File: config.mk
export PLATFORM = sky130hd
export DESIGN_NAME = ds_wdata_bresp_ctrl
export DESIGN_NICKNAME = d
export VERILOG_FILES = /design/src/rtl/bmc_pkg.sv /design/src/rtl/mst_port_filter.sv /design/src/rtl/wmid_fifo.sv /design/src/rtl/wdata_route.sv /design/src/rtl/bresp_route.sv /design/src/rtl/ds_wdata_bresp_ctrl.sv
export VERILOG_INCLUDE_DIRS = /design/src /design/src/rtl
export SDC_FILE = /design/constraint.sdc
export NUM_CORES = 1
export LEC_CHECK = 0
export ABC_AREA = 1
export BUFFER_PORTS_ARGS = -buffer_cell sky130_fd_sc_hd__buf_4
export CAP_MARGIN = 5
export CORE_AREA = 2 2 174 176
export CTS_CLUSTER_DIAMETER = 100
export DETAILED_ROUTE_END_ITERATION = 7
export DIE_AREA = 0 0 176 178
export GPL_TIMING_DRIVEN = 0
export HOLD_SLACK_MARGIN = 0.03
export SYNTH_ARGS = -nofsm -noshare
export SYNTH_HDL_FRONTEND = slang
export SYNTH_SLANG_ARGS = --single-unit
File: constraint.sdc
create_clock -name aclk -period 5.8 [get_ports aclk]
set_input_delay 0.29 -clock aclk [delete_from_list [all_inputs] [get_ports aclk]]
set_output_delay 0.29 -clock aclk [all_outputs]
set_load 0.1 [all_outputs]
File: src/rtl/bmc_macros.svh
`ifndef BMC_MACROS_SVH
`define BMC_MACROS_SVH

// write data beat width
`define BMC_DATA_WIDTH 64

// masters served by this slave port
`define BMC_NUM_MST 4
`define BMC_MST_IDX_WIDTH 2

// slave id carried with each beat and response
`define BMC_SID_WIDTH 5

// transaction id, master index excluded
`define BMC_ID_WIDTH 4
`define BMC_RESP_WIDTH 2

// addresses allowed in flight, at least 2
`define BMC_OUTSTANDING_DEPTH 2

`endif

File: src/rtl/bmc_pkg.sv
`include "bmc_macros.svh"

package bmc_pkg;

	// one write beat and its byte strobes
	typedef logic [`BMC_DATA_WIDTH-1:0] data_t;
	typedef logic [`BMC_DATA_WIDTH/8-1:0] strb_t;

	// slave id compared against self_id
	typedef logic [`BMC_SID_WIDTH-1:0] sid_t;

	// index of an issuing master
	typedef logic [`BMC_MST_IDX_WIDTH-1:0] mst_idx_t;

	// response id, master index sits in the low bits
	typedef logic [`BMC_ID_WIDTH+`BMC_MST_IDX_WIDTH-1:0] bid_t;

	// write response code
	typedef logic [`BMC_RESP_WIDTH-1:0] resp_t;

endpackage

File: src/rtl/mst_port_filter.sv
`timescale 1ns/1ps
`include "bmc_macros.svh"

module mst_port_filter (
	input  bmc_pkg::sid_t             self_id,
	input  logic [`BMC_NUM_MST-1:0]   mst_connect,
	input  logic [`BMC_NUM_MST-1:0]   mst_wvalid,
	input  logic [`BMC_NUM_MST-1:0]   mst_wlast,
	input  logic [`BMC_NUM_MST-1:0]   mst_bready,
	input  bmc_pkg::sid_t             mst_wsid [`BMC_NUM_MST],
	input  bmc_pkg::sid_t             mst_bsid [`BMC_NUM_MST],
	input  bmc_pkg::data_t            mst_wdata [`BMC_NUM_MST],
	input  bmc_pkg::strb_t            mst_wstrb [`BMC_NUM_MST],
	output logic [`BMC_NUM_MST-1:0]   flt_wvalid,
	output logic [`BMC_NUM_MST-1:0]   flt_wlast,
	output logic [`BMC_NUM_MST-1:0]   flt_bready,
	output bmc_pkg::data_t            flt_wdata [`BMC_NUM_MST],
	output bmc_pkg::strb_t            flt_wstrb [`BMC_NUM_MST]
);

	always_comb begin
		for (int i = 0; i < `BMC_NUM_MST; i++) begin
			// disconnected masters present an all-zero beat
			if (mst_connect[i]) begin
				flt_wdata[i] = mst_wdata[i];
				flt_wstrb[i] = mst_wstrb[i];
			end else begin
				flt_wdata[i] = '0;
				flt_wstrb[i] = '0;
			end
			flt_wlast[i] = mst_wlast[i] & mst_connect[i];

			// handshakes only count when aimed at this port
			flt_wvalid[i] = mst_wvalid[i] & mst_connect[i] &
				(mst_wsid[i] == self_id);
			flt_bready[i] = mst_bready[i] & mst_connect[i] &
				(mst_bsid[i] == self_id);
		end
	end

endmodule

File: src/rtl/wmid_fifo.sv
`timescale 1ns/1ps
`include "bmc_macros.svh"

module wmid_fifo #(
	parameter int depth = `BMC_OUTSTANDING_DEPTH
) (
	input  logic              aclk,
	input  logic              aresetn,
	input  logic              push,
	input  bmc_pkg::mst_idx_t push_idx,
	input  logic              pop,
	output bmc_pkg::mst_idx_t head,
	output logic              empty,
	output logic              full
);

	localparam int ptr_w = $clog2(depth);
	localparam int cnt_w = $clog2(depth + 1);

	bmc_pkg::mst_idx_t mem [depth];
	logic [ptr_w-1:0]  wr_ptr;
	logic [ptr_w-1:0]  rd_ptr;
	logic [cnt_w-1:0]  occ;
	logic              do_push;
	logic              do_pop;

	assign do_push = push & ~full;
	assign do_pop  = pop & ~empty;

	assign empty = (occ == '0);
	assign full  = (occ == cnt_w'(depth));
	assign head  = mem[rd_ptr];

	// index storage, written in address order
	always_ff @(posedge aclk) begin
		if (do_push)
			mem[wr_ptr] <= push_idx;
	end

	always_ff @(posedge aclk or negedge aresetn) begin
		if (!aresetn) begin
			wr_ptr <= '0;
			rd_ptr <= '0;
			occ    <= '0;
		end else begin
			// pointers wrap explicitly, depth need not be a power of two
			if (do_push)
				wr_ptr <= (wr_ptr == ptr_w'(depth - 1)) ? '0 : wr_ptr + 1'b1;
			if (do_pop)
				rd_ptr <= (rd_ptr == ptr_w'(depth - 1)) ? '0 : rd_ptr + 1'b1;
			if (do_push & ~do_pop)
				occ <= occ + 1'b1;
			else if (do_pop & ~do_push)
				occ <= occ - 1'b1;
		end
	end

endmodule

File: src/rtl/wdata_route.sv
`timescale 1ns/1ps
`include "bmc_macros.svh"

module wdata_route (
	input  logic                      aclk,
	input  logic                      aresetn,
	input  logic [`BMC_NUM_MST-1:0]   flt_wvalid,
	input  logic [`BMC_NUM_MST-1:0]   flt_wlast,
	input  bmc_pkg::data_t            flt_wdata [`BMC_NUM_MST],
	input  bmc_pkg::strb_t            flt_wstrb [`BMC_NUM_MST],
	input  bmc_pkg::mst_idx_t         head,
	input  logic                      queue_empty,
	input  logic                      count_full,
	input  logic                      ds_wready,
	output logic                      slv_wready,
	output logic                      last_wr,
	output logic                      ds_wvalid,
	output logic                      ds_wlast,
	output bmc_pkg::data_t            ds_wdata,
	output bmc_pkg::strb_t            ds_wstrb
);

	logic wvalid_sel;
	logic wlast_sel;
	logic out_busy;
	logic beat_acc;

	// beat of the master at the head of the order queue
	assign wvalid_sel = flt_wvalid[head];
	assign wlast_sel  = flt_wlast[head];

	// output register still holds a beat the slave has not taken
	assign out_busy = ds_wvalid & ~ds_wready;

	// last beat waits while too many bursts await their response
	assign slv_wready = ~out_busy & ~queue_empty & ~(wlast_sel & count_full);

	assign beat_acc = slv_wready & wvalid_sel;
	assign last_wr  = beat_acc & wlast_sel;

	always_ff @(posedge aclk or negedge aresetn) begin
		if (!aresetn)
			ds_wvalid <= 1'b0;
		else
			ds_wvalid <= beat_acc | out_busy;
	end

	// payload follows the accepted beat
	always_ff @(posedge aclk) begin
		if (beat_acc) begin
			ds_wdata <= flt_wdata[head];
			ds_wstrb <= flt_wstrb[head];
			ds_wlast <= wlast_sel;
		end
	end

endmodule

File: src/rtl/bresp_route.sv
`timescale 1ns/1ps
`include "bmc_macros.svh"

module bresp_route (
	input  logic                      aclk,
	input  logic                      aresetn,
	input  logic                      ds_bvalid,
	input  bmc_pkg::bid_t             ds_bid,
	input  bmc_pkg::resp_t            ds_bresp,
	input  logic [`BMC_NUM_MST-1:0]   flt_bready,
	input  logic                      last_wr,
	output logic                      ds_bready,
	output logic                      slv_bvalid,
	output bmc_pkg::bid_t             slv_bid,
	output bmc_pkg::resp_t            slv_bresp,
	output logic                      count_full
);

	localparam int depth = `BMC_OUTSTANDING_DEPTH;
	localparam int cnt_w = $clog2(depth + 1);

	logic             pend_valid;
	bmc_pkg::bid_t    pend_bid;
	bmc_pkg::resp_t   pend_bresp;
	logic [cnt_w-1:0] resp_cnt;
	logic             cnt_empty;
	logic             b_done;

	// slave may hand over a new response only into an empty buffer
	assign ds_bready = ~pend_valid;

	// held response has priority over the live one
	assign slv_bid    = pend_valid ? pend_bid : ds_bid;
	assign slv_bresp  = pend_valid ? pend_bresp : ds_bresp;
	assign slv_bvalid = (pend_valid | ds_bvalid) & ~cnt_empty;

	// low id bits name the master that owns the response
	assign b_done = slv_bvalid & flt_bready[slv_bid[`BMC_MST_IDX_WIDTH-1:0]];

	always_ff @(posedge aclk or negedge aresetn) begin
		if (!aresetn)
			pend_valid <= 1'b0;
		else
			pend_valid <= (pend_valid | ds_bvalid) & ~b_done;
	end

	// capture a live response the master did not take
	always_ff @(posedge aclk) begin
		if (ds_bvalid & ds_bready & ~b_done) begin
			pend_bid   <= ds_bid;
			pend_bresp <= ds_bresp;
		end
	end

	// bursts fully written but not yet answered
	always_ff @(posedge aclk or negedge aresetn) begin
		if (!aresetn)
			resp_cnt <= '0;
		else if (last_wr & ~b_done)
			resp_cnt <= resp_cnt + 1'b1;
		else if (b_done & ~last_wr)
			resp_cnt <= resp_cnt - 1'b1;
	end

	assign cnt_empty  = (resp_cnt == '0);
	assign count_full = (resp_cnt == cnt_w'(depth));

endmodule

File: src/rtl/ds_wdata_bresp_ctrl.sv
`timescale 1ns/1ps
`include "bmc_macros.svh"

module ds_wdata_bresp_ctrl (
	input  logic                      aclk,
	input  logic                      aresetn,
	input  bmc_pkg::sid_t             self_id,

	// per-master write and response-ready inputs
	input  logic [`BMC_NUM_MST-1:0]   mst_connect,
	input  logic [`BMC_NUM_MST-1:0]   mst_wvalid,
	input  logic [`BMC_NUM_MST-1:0]   mst_wlast,
	input  logic [`BMC_NUM_MST-1:0]   mst_bready,
	input  bmc_pkg::sid_t             mst_wsid [`BMC_NUM_MST],
	input  bmc_pkg::sid_t             mst_bsid [`BMC_NUM_MST],
	input  bmc_pkg::data_t            mst_wdata [`BMC_NUM_MST],
	input  bmc_pkg::strb_t            mst_wstrb [`BMC_NUM_MST],

	// address order from the address channel
	input  bmc_pkg::mst_idx_t         slv_aid,
	input  logic                      addr_outstanding_en,
	output logic                      outstanding_ready,
	output bmc_pkg::mst_idx_t         slv_wmid,
	output logic                      slv_wready,

	// downstream write data
	output logic                      ds_wvalid,
	output logic                      ds_wlast,
	output bmc_pkg::data_t            ds_wdata,
	output bmc_pkg::strb_t            ds_wstrb,
	input  logic                      ds_wready,

	// downstream write response
	input  logic                      ds_bvalid,
	input  bmc_pkg::bid_t             ds_bid,
	input  bmc_pkg::resp_t            ds_bresp,
	output logic                      ds_bready,

	// response toward the masters
	output logic                      slv_bvalid,
	output bmc_pkg::bid_t             slv_bid,
	output bmc_pkg::resp_t            slv_bresp
);

	logic [`BMC_NUM_MST-1:0] flt_wvalid;
	logic [`BMC_NUM_MST-1:0] flt_wlast;
	logic [`BMC_NUM_MST-1:0] flt_bready;
	bmc_pkg::data_t          flt_wdata [`BMC_NUM_MST];
	bmc_pkg::strb_t          flt_wstrb [`BMC_NUM_MST];
	bmc_pkg::mst_idx_t       q_head;
	logic                    q_empty;
	logic                    q_full;
	logic                    last_wr;
	logic                    count_full;

	assign outstanding_ready = ~q_full;
	assign slv_wmid          = q_head;

	mst_port_filter u_mst_port_filter (
		.self_id     (self_id),
		.mst_connect (mst_connect),
		.mst_wvalid  (mst_wvalid),
		.mst_wlast   (mst_wlast),
		.mst_bready  (mst_bready),
		.mst_wsid    (mst_wsid),
		.mst_bsid    (mst_bsid),
		.mst_wdata   (mst_wdata),
		.mst_wstrb   (mst_wstrb),
		.flt_wvalid  (flt_wvalid),
		.flt_wlast   (flt_wlast),
		.flt_bready  (flt_bready),
		.flt_wdata   (flt_wdata),
		.flt_wstrb   (flt_wstrb)
	);

	// popped by the last beat of each burst
	wmid_fifo #(
		.depth (`BMC_OUTSTANDING_DEPTH)
	) u_wmid_fifo (
		.aclk     (aclk),
		.aresetn  (aresetn),
		.push     (addr_outstanding_en),
		.push_idx (slv_aid),
		.pop      (last_wr),
		.head     (q_head),
		.empty    (q_empty),
		.full     (q_full)
	);

	wdata_route u_wdata_route (
		.aclk        (aclk),
		.aresetn     (aresetn),
		.flt_wvalid  (flt_wvalid),
		.flt_wlast   (flt_wlast),
		.flt_wdata   (flt_wdata),
		.flt_wstrb   (flt_wstrb),
		.head        (q_head),
		.queue_empty (q_empty),
		.count_full  (count_full),
		.ds_wready   (ds_wready),
		.slv_wready  (slv_wready),
		.last_wr     (last_wr),
		.ds_wvalid   (ds_wvalid),
		.ds_wlast    (ds_wlast),
		.ds_wdata    (ds_wdata),
		.ds_wstrb    (ds_wstrb)
	);

	bresp_route u_bresp_route (
		.aclk       (aclk),
		.aresetn    (aresetn),
		.ds_bvalid  (ds_bvalid),
		.ds_bid     (ds_bid),
		.ds_bresp   (ds_bresp),
		.flt_bready (flt_bready),
		.last_wr    (last_wr),
		.ds_bready  (ds_bready),
		.slv_bvalid (slv_bvalid),
		.slv_bid    (slv_bid),
		.slv_bresp  (slv_bresp),
		.count_full (count_full)
	);

endmodule

# Word-level counts from Yosys, hierarchy flattened
# Memory sizes are Yosys's and may differ from the RTL's.
# Cells that the tools add are included.
# word_totals
mem_bits_rw	4
memories	1
input_bits	364
ff_bits	89
out_inout_bits	88
# classes
magnitude_cmp	3
n_addsub	6
n_mux	30
n_eq_ne	10
reduce_logical	4
bitwise	51
# mem_list
name	depth	width	read_ports	rd_clocked_by_memory_dff	write_ports	line	text
u_wmid_fifo.mem	2	2	1	0	1	wmid_fifo.sv:20	bmc_pkg::mst_idx_t mem [depth];
# ops
operator	count
$mux 64	6
$bmux 64 s2	1
$mux 8	6
$eq 5x5->1	8
$and 1x1->1	37
$bmux 8 s2	1
$not 1->1	11
$mux 2	5
$mux 1	7
$bmux 1 s2	3
$lt 2x3->1 const B	2
$mux 6	1
$add 2x1->2 const B	2
$eq 2x2->1 const B	2
$logic_not 2->1	2
$reduce_bool 2->1	2
$sub 2x1->2 const B	2
$ge 3x3->1 const B	1
$not 2->3	1
$add 1x1->1 const B	2
$or 1x1->1	2

# Longest topological paths before layout
# logic_depth
ltp_word	12
mapped_depth	15
ltp_nobuf	14

# Cells and area by module
# A second synthesis with hierarchy kept.
# hier_totals
hier_cells	1420
hier_area_um2	8565.7
# by_module_without_submodules
module	seq_area_each_um2	n_inst	cells_each	area_per_inst_um2
wdata_route	2217.1	1	513	4371.7
mst_port_filter	0.0	1	795	3208.1
bresp_route	315.3	1	69	605.6
wmid_fifo	220.2	1	42	376.6
ds_wdata_bresp_ctrl	0.0	1	1	3.8

# Worst setup path before layout
# No wires, ideal clock.
# synth_path
kind	register to register
startpoint	register u_wdata_route.ds_wvalid
endpoint	register u_wdata_route.ds_wdata[0], enable pin
t_required_ps	5353
arrival_ps	3048
setup_ps	447
stages_incl_launch_ff	6
slack_ps	2305
path_cell_list	dfrtp_1 -> inv_1 -> o22ai_1 -> inv_1 -> nand2_1 -> nor2_2
# synth_between
elab_chain_cells	5
# synth_lines
element	line	text
from (decl)	wdata_route.sv:17	output logic ds_wvalid,
from (signal assigned)	wdata_route.sv:45	ds_wvalid <= beat_acc | out_busy;
$and 1x1->1	wdata_route.sv:33	assign out_busy = ds_wvalid & ~ds_wready;
$not 1->1	wdata_route.sv:36	assign slv_wready = ~out_busy & ~queue_empty & ~(wlast_sel & count_full);
$and 1x1->1 (2 in series)	wdata_route.sv:36	
$and 1x1->1	wdata_route.sv:38	assign beat_acc = slv_wready & wvalid_sel;
named net u_wdata_route.beat_acc	wdata_route.sv:26	logic beat_acc;
to (signal assigned)	wdata_route.sv:51	ds_wdata <= flt_wdata[head];
to (decl)	wdata_route.sv:19	output bmc_pkg::data_t ds_wdata,
# The timed path passes the listed nets, and every way through them passes these cells.
# A chain may end at the register's enable or synchronous reset.

# Worst setup path after layout
# layout_path
startpoint	register u_wmid_fifo.rd_ptr
endpoint	register u_wdata_route.ds_wdata[52], enable pin
# layout_between
elab_chain_cells	7
elab_cells_between_ends	9
# layout_lines
element	line	text
from (decl)	wmid_fifo.sv:22	logic [ptr_w-1:0] rd_ptr;
from (signal assigned)	wmid_fifo.sv:50	rd_ptr <= (rd_ptr == ptr_w'(depth - 1)) ? '0 : rd_ptr + 1'b1;
$mem_v2 2x2 *	n/a	
$bmux 1 s2	wdata_route.sv:30	assign wlast_sel = flt_wlast[head];
$mux 1 (implied by the code)	wdata_route.sv:30	
$and 1x1->1	wdata_route.sv:36	
$not 1->1	wdata_route.sv:36	
$and 1x1->1	wdata_route.sv:36	
$and 1x1->1 *	wdata_route.sv:38	
named net u_wdata_route.beat_acc	wdata_route.sv:26	
# The timed path passes the listed nets; every way through them passes the cells marked *. The select of a mux whose other input is x is not followed.

==> results.yml <==
sta:
  setup_slack_ns: 3.35
  timing_worst_slew_pin_value_ns: 1.18
  timing.final.max_slew_violations: 0
  max_slew_margin_pct: 21.1
  timing.fmax_mhz: 408
  fin_crit_sh_pct: 42.3
  setup_viol_count_final: 0
  total_negative_slack_for_setup_checks_ns: 0
  fin_skew_ns: 0.0172
  final_hold_viol_count: 0
  final.min_clock_period_ns: 2.45
  rsz0062_at_grt: "false"
final_layout:
  layout_cell_share_with_drive_strength_beyond_1_pct: 41.4
  area_growth_from_synthesis_to_layout_pct: 65.2
  filler_cell_count: 3069
  layout.nets: 1611
  insertedDiodeCount: 0
  final_design_area_no_fill_um2: 10600
logic_synthesis:
  yosys.cell_count.top_type: "nand3_1"
  top_post_synthesis_cells_by_count: "237 x nand3_1, 97 x nand2_1, 85 x edfxtp_1"
  synthSimpleGateAreaFrac_pct: 27.3
  synthesis.instances: 784
  number_of_synthesized_flops_with_an_enable_pin: 85
  synth_largest_type_area_fraction_pct: 39.7
  post_synth_fa_ha_maj_area_fraction_pct: 0.389
  ys_types: 28
  ys_top_cells_by_area: "edfxtp_1 40%, nand3_1 18%, a32oi_1 9.8%"
  synthesis.nets: 1150
  synth.ff_latch_count: 93
  asyncSetResetFlopFracSynth_pct: 8.60
  post-synth-top-area-cell: "edfxtp_1"
  yosys-mux-area-fraction_pct: 0
  main_combinational_cell_family_by_area_after_synthesis: "simple AND/OR/NAND/NOR gates"
  ys_seq_area_share_pct: 42.8
  synth_compound_area_share_pct: 18.7
  mappedNetlistArea_um2: 6430
  syn_avg_cell_area_um2: 8.20
  synthXorXnorAreaFrac_pct: 2.04
  yosysWarningCount: 0
  synthFlopType: "edfxtp_1"
grt:
  grt.overflow.total: 0
  groute.usage.overall_pct: 21.9
  grt_antenna_before_repair: 0
  first_global_vias: 8563
  grt_pass1_wl_um: 51600
  grt_start_max_net_pins: 30
floorplanning:
  die-area_um2: 31300
  row_count: 63
  floorplan.initialDensity_pct: 21.9
  die_width_um: 176
  dieHeight_um: 178
  floorplan.io_pins: 452
  core_ar_um2: 29400
place:
  dp_area_um2: 10300
  io_buffers: 447
  detailedPlacementHpwl_um: 27800
  gp_congestion: 0.900
  place_worst_setup_slack_ns: 3.08
pwr:
  p_comb_share_pct: 68.2
  power_switching_share_pct: 58.5
  static-leakage-power_nw: 4.55
  power.net_switching_w: 0.00339
  internal_power_w: 0.00240
  pwr-share-clk_pct: 11.1
  max-vdd-ir-drop_v: 0.000380
  power.share.sequential_pct: 20.7
  pwr_density_cell_nw_per_um2: 545
route:
  firstDrtPassIters: 8
  route.antenna.remaining_nets: 0
  post-route-drc-count: 0
  via_per_inst: 5.31
  routedWlPerCell_um: 22.0
  drtIter0Drc: 884
  dr_total_vias: 8710
  drt_wl_total_um: 36100
clock_tree:
  cts_tree: "done"
  clockRootBuffer: "clkbuf_16"
  cts_buffers: 9
  cts_max_level: 3
  post_cts_resize_count: 0
  clkTransAtPathRegs_ns: 0.08
  clock_latency_ns: 0.36
  cts_num_sinks: 93
  maximum_clock_insertion_buffer_count: 2
critical_path:
  end_kind: "flip-flop"
  path_max_fanout: 29
  critical_setup_path_kind: "flip-flop to flip-flop"
  critical-path-max-stage-delay_ns: 0.57
  crit_chain: "inv_1 > nand2_1 > nand2_2 > buf_6 > nor2_1 > nand3_1 > nand3_1 > nand2_1 > nor2_4 > buf_12"
  arrival_time_of_the_worst_setup_path_ns: 2.49
  critical_path.slowest_cell: "nor2_4"
  reg2reg_setup_slack_ns: 3.35
  cp_data_required_time_ns: 5.84
  cp-start-kind: "flip-flop"
run_status:
  result_of_the_run: "finished clean"
hold_path:
  min_path_type: "input pin to flip-flop"
run:
  drv_cap: 0
## state kept, by name (all words and copies together), names as in the netlist
register	cells
u_bresp_route.pend_valid	1
u_wdata_route.ds_wdata	64
u_wdata_route.ds_wlast	1
u_bresp_route.pend_bresp	2
u_wdata_route.ds_wstrb	8
u_wmid_fifo.mem	4
u_wmid_fifo.wr_ptr	1
u_bresp_route.resp_cnt	2
u_wmid_fifo.occ	2
u_wdata_route.ds_wvalid	1
u_bresp_route.pend_bid	6
u_wmid_fifo.rd_ptr	1
## stage by stage
| step | hold slack [ns] | total power [W] | utilization [%] | std cells |
|---|---|---|---|---|
| floorplan | -0.00559 | 0.00402 | - | 784 |
| CTS | 0.100 | 0.00581 | 36.2 | 1640 |
| global placement | 0.122 | 0.00513 | 35.0 | 1621 |
| detailed placement | 0.125 | 0.00515 | 35.1 | 1623 |
| global route | 0.105 | 0.00605 | 36.2 | 1640 |
| finish | 0.122 | 0.00579 | 36.2 | 1640 |
## critical path, delay by kind of cell (launching register included)
kind	cells	cell delay [ns]
simple gates	7	1.15
buf+inv	3	0.55
flops	1	0.42
## repair_timing
action | CTS | global route
endpoints found under the hold margin | 8 | 0
setup buffers | 0 | 0
hold buffers | 1 | 0
## per-layer routing
| metal | track usage [%] | wire, um |
|---|---|---|
| met2 | 36.5 | 17100 |
| met1 | 27.8 | 14200 |
| met4 | 7.58 | 1110 |
| met5 | 0 | 0 |
| met3 | 5.05 | 3680 |
## layout by cell type (no fill, tap or decap), types with 2 or more instances in the layout
master	synthesis	routed
nor2_1	26	26
o21ai_0	12	12
nand4_1	4	4
inv_1	42	42
edfxtp_1	85	85
a32oi_1	72	72
nand2_1	97	97
clkbuf_1	40	40
nor3_1	3	3
or2_2	6	6
inv_6	0	2
ha_1	2	2
buf_2	33	33
buf_1	5	5
nand2_2	2	2
a31oi_1	72	72
xnor2_1	6	6
nand3_1	237	237
buf_12	0	2
buf_4	6	453
a21oi_1	7	7
inv_2	2	2
xor2_1	9	9
clkbuf_16	0	9
o22ai_1	2	2
dfrtp_1	8	8
buf_6	2	2
## power by group through the flow
stage	combinational (W)	clock (W)	sequential (W)
floorplan	0.00148	0	0.00254
global placement	0.00389	0	0.00123
detailed placement	0.00394	0	0.00121
CTS	0.00395	0.000658	0.00120
global route	0.00415	0.000681	0.00122
finish	0.00395	0.000641	0.00120
## logic make-up after synthesis
kind of cell / after synthesis
xor gates and xnor gates: 15
and+or+nand+nor: 377
buffers and inverters: 130
DFF: 93
AOI/OAI and AO/OA: 167
adders and majority gates: 2
## layout make-up
class	count	area [um^2]	share of cell area, %
repair buffers	450	3410	32.0
well taps	390	488	4.59
clock buffers	9	225	2.12
inverters	44	165	1.55
clock inverters	7	72.6	0.683
plain buffers	86	402	3.78
flip-flops and latches	93	2750	25.9
multi-input cells	561	3120	29.3
## worst paths after layout
kind	start	endpoint	cells past startpoint
min in group asynchronous	aresetn	u_bresp_route.pend_valid$_DFF_PN0_	2
setup / recovery	u_wmid_fifo.rd_ptr$_DFFE_PN0P_	u_wdata_route.ds_wdata[52]$_DFFE_PP_	10
hold / removal	ds_bid[2]	u_bresp_route.pend_bid[2]$_DFFE_PP_	1
setup reg to reg	u_wmid_fifo.rd_ptr$_DFFE_PN0P_	u_wdata_route.ds_wdata[52]$_DFFE_PP_	10
max in group asynchronous	aresetn	u_wmid_fifo.rd_ptr$_DFFE_PN0P_	2
hold reg to reg	u_wmid_fifo.occ[0]$_DFFE_PN0P_	u_wmid_fifo.occ[0]$_DFFE_PN0P_	1
(Power assumes the default switching activity.)
